File: src/cpu_isa_pkg.sv
package cpu_isa_pkg;

    typedef logic [7:0] opcode_t;

    // Standard 6502 opcode values
    localparam opcode_t OP_NOP     = 8'hEA;
    localparam opcode_t OP_SEC     = 8'h38;
    localparam opcode_t OP_CLC     = 8'h18;
    localparam opcode_t OP_CLV     = 8'hB8;
    localparam opcode_t OP_TAX     = 8'hAA;
    localparam opcode_t OP_TAY     = 8'hA8;
    localparam opcode_t OP_TXA     = 8'h8A;
    localparam opcode_t OP_TYA     = 8'h98;
    localparam opcode_t OP_LDA_IMM = 8'hA9;
    localparam opcode_t OP_LDX_IMM = 8'hA2;
    localparam opcode_t OP_LDY_IMM = 8'hA0;
    localparam opcode_t OP_LDA_ZPG = 8'hA5;
    localparam opcode_t OP_LDA_ABS = 8'hAD;
    localparam opcode_t OP_LDX_ZPG = 8'hA6;
    localparam opcode_t OP_LDX_ABS = 8'hAE;
    localparam opcode_t OP_LDY_ZPG = 8'hA4;
    localparam opcode_t OP_LDY_ABS = 8'hAC;
    localparam opcode_t OP_STA_ZPG = 8'h85;
    localparam opcode_t OP_STA_ABS = 8'h8D;
    localparam opcode_t OP_STX_ZPG = 8'h86;
    localparam opcode_t OP_STX_ABS = 8'h8E;
    localparam opcode_t OP_STY_ZPG = 8'h84;
    localparam opcode_t OP_STY_ABS = 8'h8C;
    localparam opcode_t OP_ASL_A   = 8'h0A;
    localparam opcode_t OP_LSR_A   = 8'h4A;
    localparam opcode_t OP_ROL_A   = 8'h2A;
    localparam opcode_t OP_ROR_A   = 8'h6A;
    localparam opcode_t OP_INX     = 8'hE8;
    localparam opcode_t OP_INY     = 8'hC8;
    localparam opcode_t OP_DEX     = 8'hCA;
    localparam opcode_t OP_DEY     = 8'h88;
    localparam opcode_t OP_AND_ZPG = 8'h25;
    localparam opcode_t OP_AND_ABS = 8'h2D;
    localparam opcode_t OP_ORA_ZPG = 8'h05;
    localparam opcode_t OP_ORA_ABS = 8'h0D;
    localparam opcode_t OP_EOR_ZPG = 8'h45;
    localparam opcode_t OP_EOR_ABS = 8'h4D;
    localparam opcode_t OP_ADC_ZPG = 8'h65;
    localparam opcode_t OP_ADC_ABS = 8'h6D;
    localparam opcode_t OP_SBC_ZPG = 8'hE5;
    localparam opcode_t OP_SBC_ABS = 8'hED;
    localparam opcode_t OP_JMP_ABS = 8'h4C;

    typedef enum logic [1:0] {AM_IMP, AM_IMM, AM_ZPG, AM_ABS} addr_mode_t;

    typedef enum logic [2:0] {
        CL_FLAG, CL_XFER, CL_REG_ALU, CL_LOAD, CL_STORE, CL_MEM_ALU, CL_JUMP, CL_UNKNOWN
    } op_class_t;

    typedef enum logic [1:0] {REG_NONE, REG_A, REG_X, REG_Y} reg_sel_t;

    typedef enum logic [4:0] {
        ALU_NOP, ALU_ASL, ALU_LSR, ALU_ROL, ALU_ROR, ALU_AND, ALU_OR, ALU_XOR,
        ALU_ADD, ALU_SUB, ALU_INC, ALU_DEC,
        ALU_FLG, // Flags from the value passing through
        ALU_TMX  // Result out of the ALU
    } alu_op_t;

    typedef logic [7:0] flag_mask_t;

    localparam int FLAG_C = 0;
    localparam int FLAG_Z = 1;
    localparam int FLAG_V = 6;
    localparam int FLAG_N = 7;

    localparam flag_mask_t MASK_CZN = flag_mask_t'((1 << FLAG_C) | (1 << FLAG_Z) | (1 << FLAG_N));
    localparam flag_mask_t MASK_ZN  = flag_mask_t'((1 << FLAG_Z) | (1 << FLAG_N));

endpackage

File: src/cpu_ctrl_pkg.sv
package cpu_ctrl_pkg;

    localparam int ADDR_W        = 16;
    localparam int OPERAND_CNT_W = 2;

    typedef enum logic [3:0] {
        S_IDLE,
        S_OPCODE_READ,
        S_OPERAND_FETCH, // One cycle per operand byte
        S_DATA_LATCH,
        S_ALU_FINAL,
        S_ALU_TMX,
        S_DBUF_OUTPUT,
        S_PC_LOAD
    } fsm_state_t;

    typedef enum logic [1:0] {
        BUF2_IDLE  = 2'b00,
        BUF2_LOAD  = 2'b01,
        BUF2_STORE = 2'b10
    } buf2_t;

    // Bit 2 enable, bit 1 register takes the bus, bit 0 bus select
    typedef enum logic [2:0] {
        BUF3_IDLE   = 3'b000,
        BUF3_LOAD1  = 3'b110,
        BUF3_LOAD2  = 3'b111,
        BUF3_STORE1 = 3'b100,
        BUF3_STORE2 = 3'b101
    } buf3_t;

    typedef enum logic [1:0] {PC_HOLD = 2'b00, PC_INC = 2'b01, PC_LOAD = 2'b10} pc_ctrl_t;

    typedef enum logic [1:0] {ADDR_PC = 2'b00, ADDR_MEM = 2'b01} addr_sel_t;

endpackage

File: src/opcode_decoder.sv
`timescale 1ns/1ns

module opcode_decoder (
    input  logic                   clk,
    input  logic                   rst_n,
    input  logic                   clk_enable,
    input  logic                   capture_opcode,
    input  cpu_isa_pkg::opcode_t    instruction,
    output cpu_isa_pkg::addr_mode_t addr_mode,
    output cpu_isa_pkg::op_class_t  op_class,
    output cpu_isa_pkg::reg_sel_t   src_reg,
    output cpu_isa_pkg::reg_sel_t   dst_reg,
    output cpu_isa_pkg::alu_op_t    alu_op,
    output cpu_isa_pkg::flag_mask_t flag_mask,
    output cpu_isa_pkg::flag_mask_t flag_value
);
    import cpu_isa_pkg::*;

    opcode_t opcode;

    always_ff @(posedge clk or negedge rst_n) begin
        if (!rst_n) begin
            opcode <= OP_NOP;
        end else if (clk_enable && capture_opcode) begin
            opcode <= instruction;
        end
    end

    // Class, registers and flag effects
    always_comb begin
        op_class   = CL_UNKNOWN;
        src_reg    = REG_NONE;
        dst_reg    = REG_NONE;
        flag_mask  = '0;
        flag_value = '0;
        case (opcode)
            OP_NOP: op_class = CL_FLAG; // Touches no flag
            OP_SEC: begin
                op_class           = CL_FLAG;
                flag_mask[FLAG_C]  = 1'b1;
                flag_value[FLAG_C] = 1'b1;
            end
            OP_CLC: begin
                op_class          = CL_FLAG;
                flag_mask[FLAG_C] = 1'b1;
            end
            OP_CLV: begin
                op_class          = CL_FLAG;
                flag_mask[FLAG_V] = 1'b1;
            end
            OP_TAX, OP_TAY: begin
                op_class = CL_XFER;
                src_reg  = REG_A;
                dst_reg  = (opcode == OP_TAX) ? REG_X : REG_Y;
            end
            OP_TXA, OP_TYA: begin
                op_class = CL_XFER;
                src_reg  = (opcode == OP_TXA) ? REG_X : REG_Y;
                dst_reg  = REG_A;
            end
            OP_ASL_A, OP_LSR_A, OP_ROL_A, OP_ROR_A: begin
                op_class  = CL_REG_ALU;
                src_reg   = REG_A;
                dst_reg   = REG_A;
                flag_mask = MASK_CZN; // Shifts also move carry
            end
            OP_INX, OP_DEX, OP_INY, OP_DEY: begin
                op_class  = CL_REG_ALU;
                src_reg   = (opcode == OP_INX || opcode == OP_DEX) ? REG_X : REG_Y;
                dst_reg   = src_reg;
                flag_mask = MASK_ZN;
            end
            OP_LDA_IMM, OP_LDA_ZPG, OP_LDA_ABS,
            OP_LDX_IMM, OP_LDX_ZPG, OP_LDX_ABS,
            OP_LDY_IMM, OP_LDY_ZPG, OP_LDY_ABS: begin
                op_class  = CL_LOAD;
                dst_reg   = REG_A;
                flag_mask = MASK_ZN;
                if (opcode == OP_LDX_IMM || opcode == OP_LDX_ZPG || opcode == OP_LDX_ABS)
                    dst_reg = REG_X;
                if (opcode == OP_LDY_IMM || opcode == OP_LDY_ZPG || opcode == OP_LDY_ABS)
                    dst_reg = REG_Y;
            end
            OP_STA_ZPG, OP_STA_ABS: begin
                op_class = CL_STORE;
                src_reg  = REG_A;
            end
            OP_STX_ZPG, OP_STX_ABS: begin
                op_class = CL_STORE;
                src_reg  = REG_X;
            end
            OP_STY_ZPG, OP_STY_ABS: begin
                op_class = CL_STORE;
                src_reg  = REG_Y;
            end
            OP_AND_ZPG, OP_AND_ABS, OP_ORA_ZPG, OP_ORA_ABS, OP_EOR_ZPG, OP_EOR_ABS,
            OP_ADC_ZPG, OP_ADC_ABS, OP_SBC_ZPG, OP_SBC_ABS: begin
                op_class  = CL_MEM_ALU;
                src_reg   = REG_A;
                dst_reg   = REG_A;
                flag_mask = MASK_ZN;
            end
            OP_JMP_ABS: op_class = CL_JUMP;
            default: ;
        endcase
    end

    always_comb begin
        addr_mode = AM_IMP;
        case (opcode)
            OP_LDA_IMM, OP_LDX_IMM, OP_LDY_IMM: addr_mode = AM_IMM;
            OP_LDA_ZPG, OP_LDX_ZPG, OP_LDY_ZPG, OP_STA_ZPG, OP_STX_ZPG, OP_STY_ZPG,
            OP_AND_ZPG, OP_ORA_ZPG, OP_EOR_ZPG, OP_ADC_ZPG, OP_SBC_ZPG: addr_mode = AM_ZPG;
            OP_LDA_ABS, OP_LDX_ABS, OP_LDY_ABS, OP_STA_ABS, OP_STX_ABS, OP_STY_ABS,
            OP_AND_ABS, OP_ORA_ABS, OP_EOR_ABS, OP_ADC_ABS, OP_SBC_ABS,
            OP_JMP_ABS: addr_mode = AM_ABS;
            default: ;
        endcase
    end

    always_comb begin
        alu_op = ALU_NOP;
        case (opcode)
            OP_ASL_A: alu_op = ALU_ASL;
            OP_LSR_A: alu_op = ALU_LSR;
            OP_ROL_A: alu_op = ALU_ROL;
            OP_ROR_A: alu_op = ALU_ROR;
            OP_INX, OP_INY: alu_op = ALU_INC;
            OP_DEX, OP_DEY: alu_op = ALU_DEC;
            OP_AND_ZPG, OP_AND_ABS: alu_op = ALU_AND;
            OP_ORA_ZPG, OP_ORA_ABS: alu_op = ALU_OR;
            OP_EOR_ZPG, OP_EOR_ABS: alu_op = ALU_XOR;
            OP_ADC_ZPG, OP_ADC_ABS: alu_op = ALU_ADD;
            OP_SBC_ZPG, OP_SBC_ABS: alu_op = ALU_SUB;
            default: if (op_class == CL_LOAD) alu_op = ALU_FLG; // Loads only set Z and N
        endcase
    end

endmodule

File: src/operand_counter.sv
`timescale 1ns/1ns

module operand_counter (
    input  logic                                 clk,
    input  logic                                 rst_n,
    input  logic                                 clk_enable,
    input  logic                                 operand_load,
    input  logic                                 operand_step,
    input  logic [cpu_ctrl_pkg::OPERAND_CNT_W-1:0] load_count,
    output logic                                 operand_last
);
    import cpu_ctrl_pkg::*;

    logic [OPERAND_CNT_W-1:0] count; // Operand bytes still to fetch

    always_ff @(posedge clk or negedge rst_n) begin
        if (!rst_n) begin
            count <= '0;
        end else if (clk_enable) begin
            if (operand_load) begin
                count <= load_count;
            end else if (operand_step && count != '0) begin
                count <= count - 1'b1;
            end
        end
    end

    assign operand_last = (count == OPERAND_CNT_W'(1));

endmodule

File: src/operand_address_reg.sv
`timescale 1ns/1ns

module operand_address_reg (
    input  logic                          clk,
    input  logic                          rst_n,
    input  logic                          clk_enable,
    input  logic                          capture_low,
    input  logic                          capture_high,
    input  cpu_isa_pkg::opcode_t          instruction,
    output logic [cpu_ctrl_pkg::ADDR_W-1:0] memory_address
);
    import cpu_ctrl_pkg::*;

    always_ff @(posedge clk or negedge rst_n) begin
        if (!rst_n) begin
            memory_address <= '0;
        end else if (clk_enable) begin
            if (capture_low) begin
                memory_address <= {{(ADDR_W - 8){1'b0}}, instruction}; // Zero page until a high byte
            end else if (capture_high) begin
                memory_address[ADDR_W-1:8] <= instruction;
            end
        end
    end

endmodule

File: src/decode_fsm.sv
`timescale 1ns/1ns

module decode_fsm (
    input  logic                                  clk,
    input  logic                                  rst_n,
    input  logic                                  clk_enable,
    input  cpu_isa_pkg::addr_mode_t               addr_mode,
    input  cpu_isa_pkg::op_class_t                op_class,
    input  cpu_isa_pkg::reg_sel_t                 src_reg,
    input  cpu_isa_pkg::reg_sel_t                 dst_reg,
    input  cpu_isa_pkg::alu_op_t                  alu_op,
    input  cpu_isa_pkg::flag_mask_t               flag_mask,
    input  cpu_isa_pkg::flag_mask_t               flag_value,
    input  logic                                  operand_last,
    output logic                                  capture_opcode,
    output logic                                  operand_load,
    output logic                                  operand_step,
    output logic                                  capture_low,
    output logic                                  capture_high,
    output logic [cpu_ctrl_pkg::OPERAND_CNT_W-1:0] load_count,
    output cpu_isa_pkg::flag_mask_t               psr_write,
    output cpu_isa_pkg::flag_mask_t               psr_value,
    output logic                                  psr_rw,
    output cpu_ctrl_pkg::addr_sel_t               address_select,
    output logic                                  rw,
    output cpu_ctrl_pkg::buf2_t                   data_buffer_enable,
    output cpu_ctrl_pkg::buf2_t                   input_data_latch_enable,
    output cpu_ctrl_pkg::pc_ctrl_t                pc_enable,
    output cpu_isa_pkg::alu_op_t                  alu_enable,
    output cpu_ctrl_pkg::buf3_t                   accumulator_enable,
    output cpu_ctrl_pkg::buf3_t                   index_x_enable,
    output cpu_ctrl_pkg::buf3_t                   index_y_enable
);
    import cpu_isa_pkg::*;
    import cpu_ctrl_pkg::*;

    fsm_state_t state;
    fsm_state_t next_state;
    reg_sel_t   slot_a_reg; // At most two registers are strobed per cycle
    reg_sel_t   slot_b_reg;
    buf3_t      slot_a_val;
    buf3_t      slot_b_val;
    logic       needs_operand;

    function automatic buf3_t reg_strobe(reg_sel_t who, reg_sel_t a_reg, buf3_t a_val,
                                         reg_sel_t b_reg, buf3_t b_val);
        if (who == a_reg)
            return a_val;
        if (who == b_reg)
            return b_val;
        return BUF3_IDLE;
    endfunction

    assign needs_operand  = (addr_mode == AM_ZPG) || (addr_mode == AM_ABS);
    assign capture_opcode = (state == S_IDLE);
    assign operand_load   = (state == S_OPCODE_READ) && needs_operand;
    assign capture_low    = operand_load;
    assign operand_step   = (state == S_OPERAND_FETCH);
    assign capture_high   = operand_step && !operand_last;
    assign load_count     = (addr_mode == AM_ZPG) ? OPERAND_CNT_W'(1) : OPERAND_CNT_W'(2);

    always_ff @(posedge clk or negedge rst_n) begin
        if (!rst_n) begin
            state <= S_IDLE;
        end else if (clk_enable) begin
            state <= next_state;
        end
    end

    always_comb begin
        next_state              = S_IDLE;
        psr_write               = '0;
        psr_value               = '0;
        psr_rw                  = 1'b1;
        address_select          = ADDR_PC;
        rw                      = 1'b1;
        data_buffer_enable      = BUF2_IDLE;
        input_data_latch_enable = BUF2_IDLE;
        pc_enable               = PC_HOLD;
        alu_enable              = ALU_NOP;
        slot_a_reg              = REG_NONE;
        slot_a_val              = BUF3_IDLE;
        slot_b_reg              = REG_NONE;
        slot_b_val              = BUF3_IDLE;
        case (state)
            S_IDLE: next_state = S_OPCODE_READ;
            S_OPCODE_READ: begin
                pc_enable = PC_INC;
                case (op_class)
                    CL_FLAG: begin
                        psr_write = flag_mask;
                        psr_value = flag_value;
                    end
                    CL_XFER: begin
                        slot_a_reg = src_reg;
                        slot_a_val = BUF3_STORE1;
                        slot_b_reg = dst_reg;
                        slot_b_val = BUF3_LOAD1;
                    end
                    CL_REG_ALU: next_state = S_ALU_FINAL;
                    CL_LOAD: next_state = needs_operand ? S_OPERAND_FETCH : S_DATA_LATCH;
                    CL_STORE, CL_MEM_ALU, CL_JUMP: next_state = S_OPERAND_FETCH;
                    default: ; // Unknown opcodes retire here
                endcase
            end
            S_OPERAND_FETCH: begin
                pc_enable = PC_INC;
                if (!operand_last)
                    next_state = S_OPERAND_FETCH;
                else if (op_class == CL_JUMP)
                    next_state = S_PC_LOAD;
                else if (op_class == CL_STORE)
                    next_state = S_ALU_TMX;
                else
                    next_state = S_DATA_LATCH;
            end
            S_DATA_LATCH: begin
                input_data_latch_enable = BUF2_LOAD;
                address_select          = ADDR_MEM;
                next_state              = S_ALU_FINAL;
            end
            S_ALU_FINAL: begin
                psr_rw     = 1'b0;
                alu_enable = alu_op;
                psr_write  = flag_mask;
                next_state = S_ALU_TMX;
                if (op_class == CL_REG_ALU) begin
                    slot_a_reg = src_reg;
                    slot_a_val = BUF3_STORE1;
                end else begin
                    input_data_latch_enable = BUF2_STORE; // Memory operand from the latch
                    if (op_class == CL_MEM_ALU) begin
                        slot_a_reg = REG_A;
                        slot_a_val = BUF3_STORE2;
                    end
                end
            end
            S_ALU_TMX: begin
                if (op_class == CL_STORE) begin
                    slot_a_reg         = src_reg;
                    slot_a_val         = BUF3_STORE2;
                    data_buffer_enable = BUF2_LOAD;
                    next_state         = S_DBUF_OUTPUT;
                end else begin
                    alu_enable = ALU_TMX;
                    slot_a_reg = dst_reg;
                    slot_a_val = BUF3_LOAD2;
                end
            end
            S_DBUF_OUTPUT: begin
                data_buffer_enable = BUF2_STORE;
                rw                 = 1'b0;
                address_select     = ADDR_MEM;
            end
            S_PC_LOAD: begin
                pc_enable      = PC_LOAD;
                address_select = ADDR_MEM;
            end
            default: ;
        endcase
    end

    assign accumulator_enable = reg_strobe(REG_A, slot_a_reg, slot_a_val, slot_b_reg, slot_b_val);
    assign index_x_enable     = reg_strobe(REG_X, slot_a_reg, slot_a_val, slot_b_reg, slot_b_val);
    assign index_y_enable     = reg_strobe(REG_Y, slot_a_reg, slot_a_val, slot_b_reg, slot_b_val);

endmodule

File: src/cpu_decode_top.sv
`timescale 1ns/1ns

module cpu_decode_top (
    input  logic                          clk,
    input  logic                          rst_n,
    input  logic                          clk_enable,
    input  cpu_isa_pkg::opcode_t          instruction,
    output cpu_isa_pkg::flag_mask_t       psr_write,
    output cpu_isa_pkg::flag_mask_t       psr_value,
    output logic                          psr_rw,
    output logic [cpu_ctrl_pkg::ADDR_W-1:0] memory_address,
    output cpu_ctrl_pkg::addr_sel_t       address_select,
    output logic                          rw,
    output cpu_ctrl_pkg::buf2_t           data_buffer_enable,
    output cpu_ctrl_pkg::buf2_t           input_data_latch_enable,
    output cpu_ctrl_pkg::pc_ctrl_t        pc_enable,
    output cpu_isa_pkg::alu_op_t          alu_enable,
    output cpu_ctrl_pkg::buf3_t           accumulator_enable,
    output cpu_ctrl_pkg::buf3_t           index_x_enable,
    output cpu_ctrl_pkg::buf3_t           index_y_enable
);
    import cpu_isa_pkg::*;
    import cpu_ctrl_pkg::*;

    addr_mode_t               addr_mode;
    op_class_t                op_class;
    reg_sel_t                 src_reg;
    reg_sel_t                 dst_reg;
    alu_op_t                  alu_op;
    flag_mask_t               flag_mask;
    flag_mask_t               flag_value;
    logic                     capture_opcode;
    logic                     operand_load;
    logic                     operand_step;
    logic                     operand_last;
    logic                     capture_low;
    logic                     capture_high;
    logic [OPERAND_CNT_W-1:0] load_count;

    opcode_decoder u_decoder (
        .clk(clk), .rst_n(rst_n), .clk_enable(clk_enable),
        .capture_opcode(capture_opcode), .instruction(instruction),
        .addr_mode(addr_mode), .op_class(op_class), .src_reg(src_reg), .dst_reg(dst_reg),
        .alu_op(alu_op), .flag_mask(flag_mask), .flag_value(flag_value)
    );

    operand_counter u_counter (
        .clk(clk), .rst_n(rst_n), .clk_enable(clk_enable),
        .operand_load(operand_load), .operand_step(operand_step),
        .load_count(load_count), .operand_last(operand_last)
    );

    operand_address_reg u_address (
        .clk(clk), .rst_n(rst_n), .clk_enable(clk_enable),
        .capture_low(capture_low), .capture_high(capture_high),
        .instruction(instruction), .memory_address(memory_address)
    );

    decode_fsm u_fsm (
        .clk(clk), .rst_n(rst_n), .clk_enable(clk_enable),
        .addr_mode(addr_mode), .op_class(op_class), .src_reg(src_reg), .dst_reg(dst_reg),
        .alu_op(alu_op), .flag_mask(flag_mask), .flag_value(flag_value),
        .operand_last(operand_last), .capture_opcode(capture_opcode),
        .operand_load(operand_load), .operand_step(operand_step),
        .capture_low(capture_low), .capture_high(capture_high), .load_count(load_count),
        .psr_write(psr_write), .psr_value(psr_value), .psr_rw(psr_rw),
        .address_select(address_select), .rw(rw),
        .data_buffer_enable(data_buffer_enable),
        .input_data_latch_enable(input_data_latch_enable),
        .pc_enable(pc_enable), .alu_enable(alu_enable),
        .accumulator_enable(accumulator_enable),
        .index_x_enable(index_x_enable), .index_y_enable(index_y_enable)
    );

endmodule

File: config.mk
export PLATFORM = sky130hd
export DESIGN_NAME = cpu_decode_top
export DESIGN_NICKNAME = d
export VERILOG_FILES = /design/src/cpu_isa_pkg.sv /design/src/cpu_ctrl_pkg.sv /design/src/opcode_decoder.sv /design/src/operand_counter.sv /design/src/operand_address_reg.sv /design/src/decode_fsm.sv /design/src/cpu_decode_top.sv
export SDC_FILE = /design/constraint.sdc
export NUM_CORES = 1
export LEC_CHECK = 0
export BUFFER_PORTS_ARGS = -buffer_cell sky130_fd_sc_hd__buf_2
export CELL_PAD_IN_SITES_DETAIL_PLACEMENT = 0
export CELL_PAD_IN_SITES_GLOBAL_PLACEMENT = 1
export CORE_MARGIN = 1.5
export CORE_UTILIZATION = 40
export DETAILED_ROUTE_END_ITERATION = 8
export GPL_TIMING_DRIVEN = 0
export PLACE_DENSITY = 0.87
export SLEW_MARGIN = 25
export SYNTH_ARGS = -nofsm -noshare
export SYNTH_HDL_FRONTEND = slang
export SYNTH_HIERARCHICAL = 1
export SYNTH_SLANG_ARGS = --single-unit
File: constraint.sdc
create_clock -name clk -period 3.63 [get_ports clk]
set_clock_uncertainty 0.05 [all_clocks]
set_input_delay 0.1815 -clock clk [delete_from_list [all_inputs] [get_ports clk]]
set_output_delay 0.1815 -clock clk [all_outputs]
set_load 0.02 [all_outputs]
==> results.yml <==
synthesis:
  ys.flop_type: "dfrtp_1"
  synth_compound_area_frac: 0.199
  muxShareOfSynthArea: 0.0857
  async_reset_ff_frac: 1.00
  synthAdderAreaFrac: 0.00892
  yosysSeqAreaShare: 0.261
  ys_ff_latch: 29
  synth_area_sq_um: 2800
  yosys.area_share.simple: 0.320
  synth_xor_area_frac: 0.00937
  synthCells: 344
  synth_cell_types: 65
  postSynthAreaPerCell_sq_um: 8.15
  synth_top_family_by_area: "simple AND/OR/NAND/NOR gates"
  synth_enable_flop_cells: 0
  synth-warning-count: 6
clocking:
  h-tree-depth: 2
  path_clk_slew_ns: 0.06
  ctsRootBufferMaster: "clkbuf_8"
  numCtsBuffers: 5
  cts.path.max_buffers: 2
  clk_latency_ns: 0.28
  cts_tree: "yes"
  clock_sinks: 29
drt:
  vias: 2689
  routedWlPerCell_um: 13.4
  dr.pass1.iters: 4
  drc: 0
  drt_iter0_markers: 196
  postRouteWirelength_mm: 7.07
  postRouteAntennaNets: 0
  via_per_inst: 5.11
timing:
  slew_viol_final: 0
  setup_viol: 5
  relSlewSlack: 0.573
  rsz0062_at_grt: "yes"
  fmax_mhz: 265
  hold_violations: 0
  setup_tns_ns: -0.380
  setup_slack_ns: -0.144
  worst_slew_pin_slew_ns: 0.641
  min_period_ns: 3.77
  fin_crit_sh: 1.04
floorplanning:
  dieArea_sq_um: 7520
  rows: 30
  pin_count: 67
  die_height_um: 86.7
  core_sq_um: 6790
  dieWidth_um: 86.7
  initial_core_util: 0.413
pwr:
  total_power_w: 0.00273
  power.leakage_nw: 1.66
  cellPowerDensity_nw_per_um2: 764
  irDropWorstVdd_uv: 364
placed_design:
  io_buffers: 53
  globalplace.congestion: 0.925
  dp_hpwl_mm: 5.16
critical_path:
  cp-start-kind: "register"
  crit_chain: "or3b_1 -> buf_6 -> a311o_1 -> o21ai_2 -> o41ai_2 -> buf_4 -> or3b_4 -> and3_4 -> a21o_4 -> nor3b_4 -> mux2i_1 -> buf_4"
  worst_path_largest_cell_delay_ns: 0.55
  crit_type: "reg -> out"
  path_buf_inv: 3
  rrSetupSlack_ns: 0.61
  critPathTopFamily: "simple AND/OR/NAND/NOR gates"
  crit_fanout: 4
  worstPathRequired_ns: 3.40
  slowest_stage: "dfstp_2"
  path_common_cell: "buf_4"
  endpoint_kind: "output port"
  cp.arrival_ns: 3.54
global_routing:
  grt_pass1_wl_mm: 11.6
  antenna_found_initial: 0
  grt_pass1_vias: 2489
  grt_max_degree: 30
  grt-ovfl-total: 0
  track_usage: 0.191
status:
  status: "finished, violations left"
  violations: "setup timing"
layout:
  n_antenna_cell: 0
  drive_gt1_frac: 0.377
  final_nets: 442
  syn_to_final_growth_pct: 27.3
run:
  cap_violations: 0
min_path:
  hold_class: "in -> reg"
## kinds of logic (layout without fill, tap and decap cells)
logic type	after synthesis	after routing
AND/OR/NAND/NOR	153	153
XOR/XNOR	3	3
AO/OA/AOI/OAI	72	72
multiplexers	22	22
flip-flops	29	29
adder cells (fa/ha/maj)	2	2
other	2	13
buffers and inverters	61	136
## area by class of cell
type,instances,area [sq um]
plain buffers,38,251
fillers,655,3220
flip-flops and latches,29,732
well taps,96,120
inverters,22,86.3
multi-input cells,265,1890
clock buffers,8,90.1
repair buffers,68,397
## state kept, by name, summed over array words and instances, names as in the netlist
signal and count:
u_address/memory_address 16, u_counter/count 2, u_decoder/opcode 8, u_fsm/state 3
## stage by stage
step	hold WS (ns)	std cells	setup slack, ns	instance area, sq um	util
floorplan	-0.164	355	0.299	2850	-
global placement	0.192	504	-0.0669	3230	0.476
detailed placement	0.187	504	-0.101	3230	0.476
CTS	0.107	516	-0.0451	3420	0.503
global route	0.123	526	-0.270	3570	0.525
finish	0.120	526	-0.144	3570	0.525
## placed cells by master, fill, tap and decap left out, types with 3 or more instances in the layout
cell type,Yosys,routed
conb_1,2,13
nand4_1,6,6
a21oi_1,15,14
a211oi_1,3,3
dfrtp_1,24,24
or3_1,4,4
buf_2,9,54
nor2b_1,16,16
nor2_1,19,18
nor3b_4,1,3
nand2b_1,12,12
o22ai_1,3,3
o21ai_0,14,12
nand3_1,14,13
nor3_1,8,6
nand2_1,29,28
nor3b_1,5,3
and3b_1,3,3
clkbuf_1,12,10
xnor2_1,3,3
inv_1,22,21
and3_1,3,3
and2_1,11,11
clkbuf_8,0,6
buf_6,3,6
buf_4,15,34
o31ai_1,4,4
mux2_2,16,16
mux2i_1,6,6
o221ai_2,8,8
dfstp_2,5,5
clkbuf_2,0,3
## power by group
| group | internal, W | switching (W) |
|---|---|---|
| combinational | 0.000766 | 0.00109 |
| sequential | 0.000480 | 0.000121 |
| clock | 0.000154 | 0.000114 |
## synthesized netlist by cell type (all sizes together) (3+ instances only)
library cell  instances  area share
buf                  27       0.068
or2                   3      0.0067
nor2                 19       0.025
inv                  22       0.029
or3b                  3       0.010
o22ai                 3      0.0067
nand2                30       0.041
and3                  4       0.011
nand4                 6       0.013
a211oi                3      0.0080
xnor2                 3      0.0094
or3                   4      0.0089
nor3                  8       0.014
o21bai                3      0.0080
dfstp                 5       0.047
and2                 11       0.025
o31ai                 4       0.011
dfrtp                24        0.21
clkbuf               12       0.016
nand3                14       0.025
o21ai                16       0.031
mux2i                 6       0.021
nor2b                17       0.041
a21oi                16       0.030
nor3b                 8       0.029
nand2b               12       0.027
mux2                 16       0.064
and3b                 3      0.0094
o221ai                8       0.043
## worst paths after layout
check | from | to | cells past startpoint
min in group asynchronous | rst_n | u_counter/count[0] | 2
min reg2reg | u_address/memory_address[6] | u_address/memory_address[6] | 1
max in group asynchronous | rst_n | u_decoder/opcode[4] | 2
max | u_decoder/opcode[3] | index_x_enable[1] | 12
min | instruction[1] | u_address/memory_address[1] | 2
max reg2reg | u_decoder/opcode[3] | u_fsm/state[1] | 11
## repair_timing
action / in CTS / in global routing
gates resized for setup: 14 / 25
endpoints found under the setup margin: 13 / 13
hold endpoints to repair: 24 / 0
setup buffers: 4 / 10
hold buffers: 1 / 0
pin swaps: 4 / 8
## layer usage
metal  up-vias  share of wire  GRT usage
li1       1354              -          -
met1      1234           0.47      0.253
met2        85           0.45      0.300
met3        16          0.054     0.0371
met4         0          0.024     0.0894
met5         -              0          0
No activity file was read; power rests on OpenSTA's default activity.
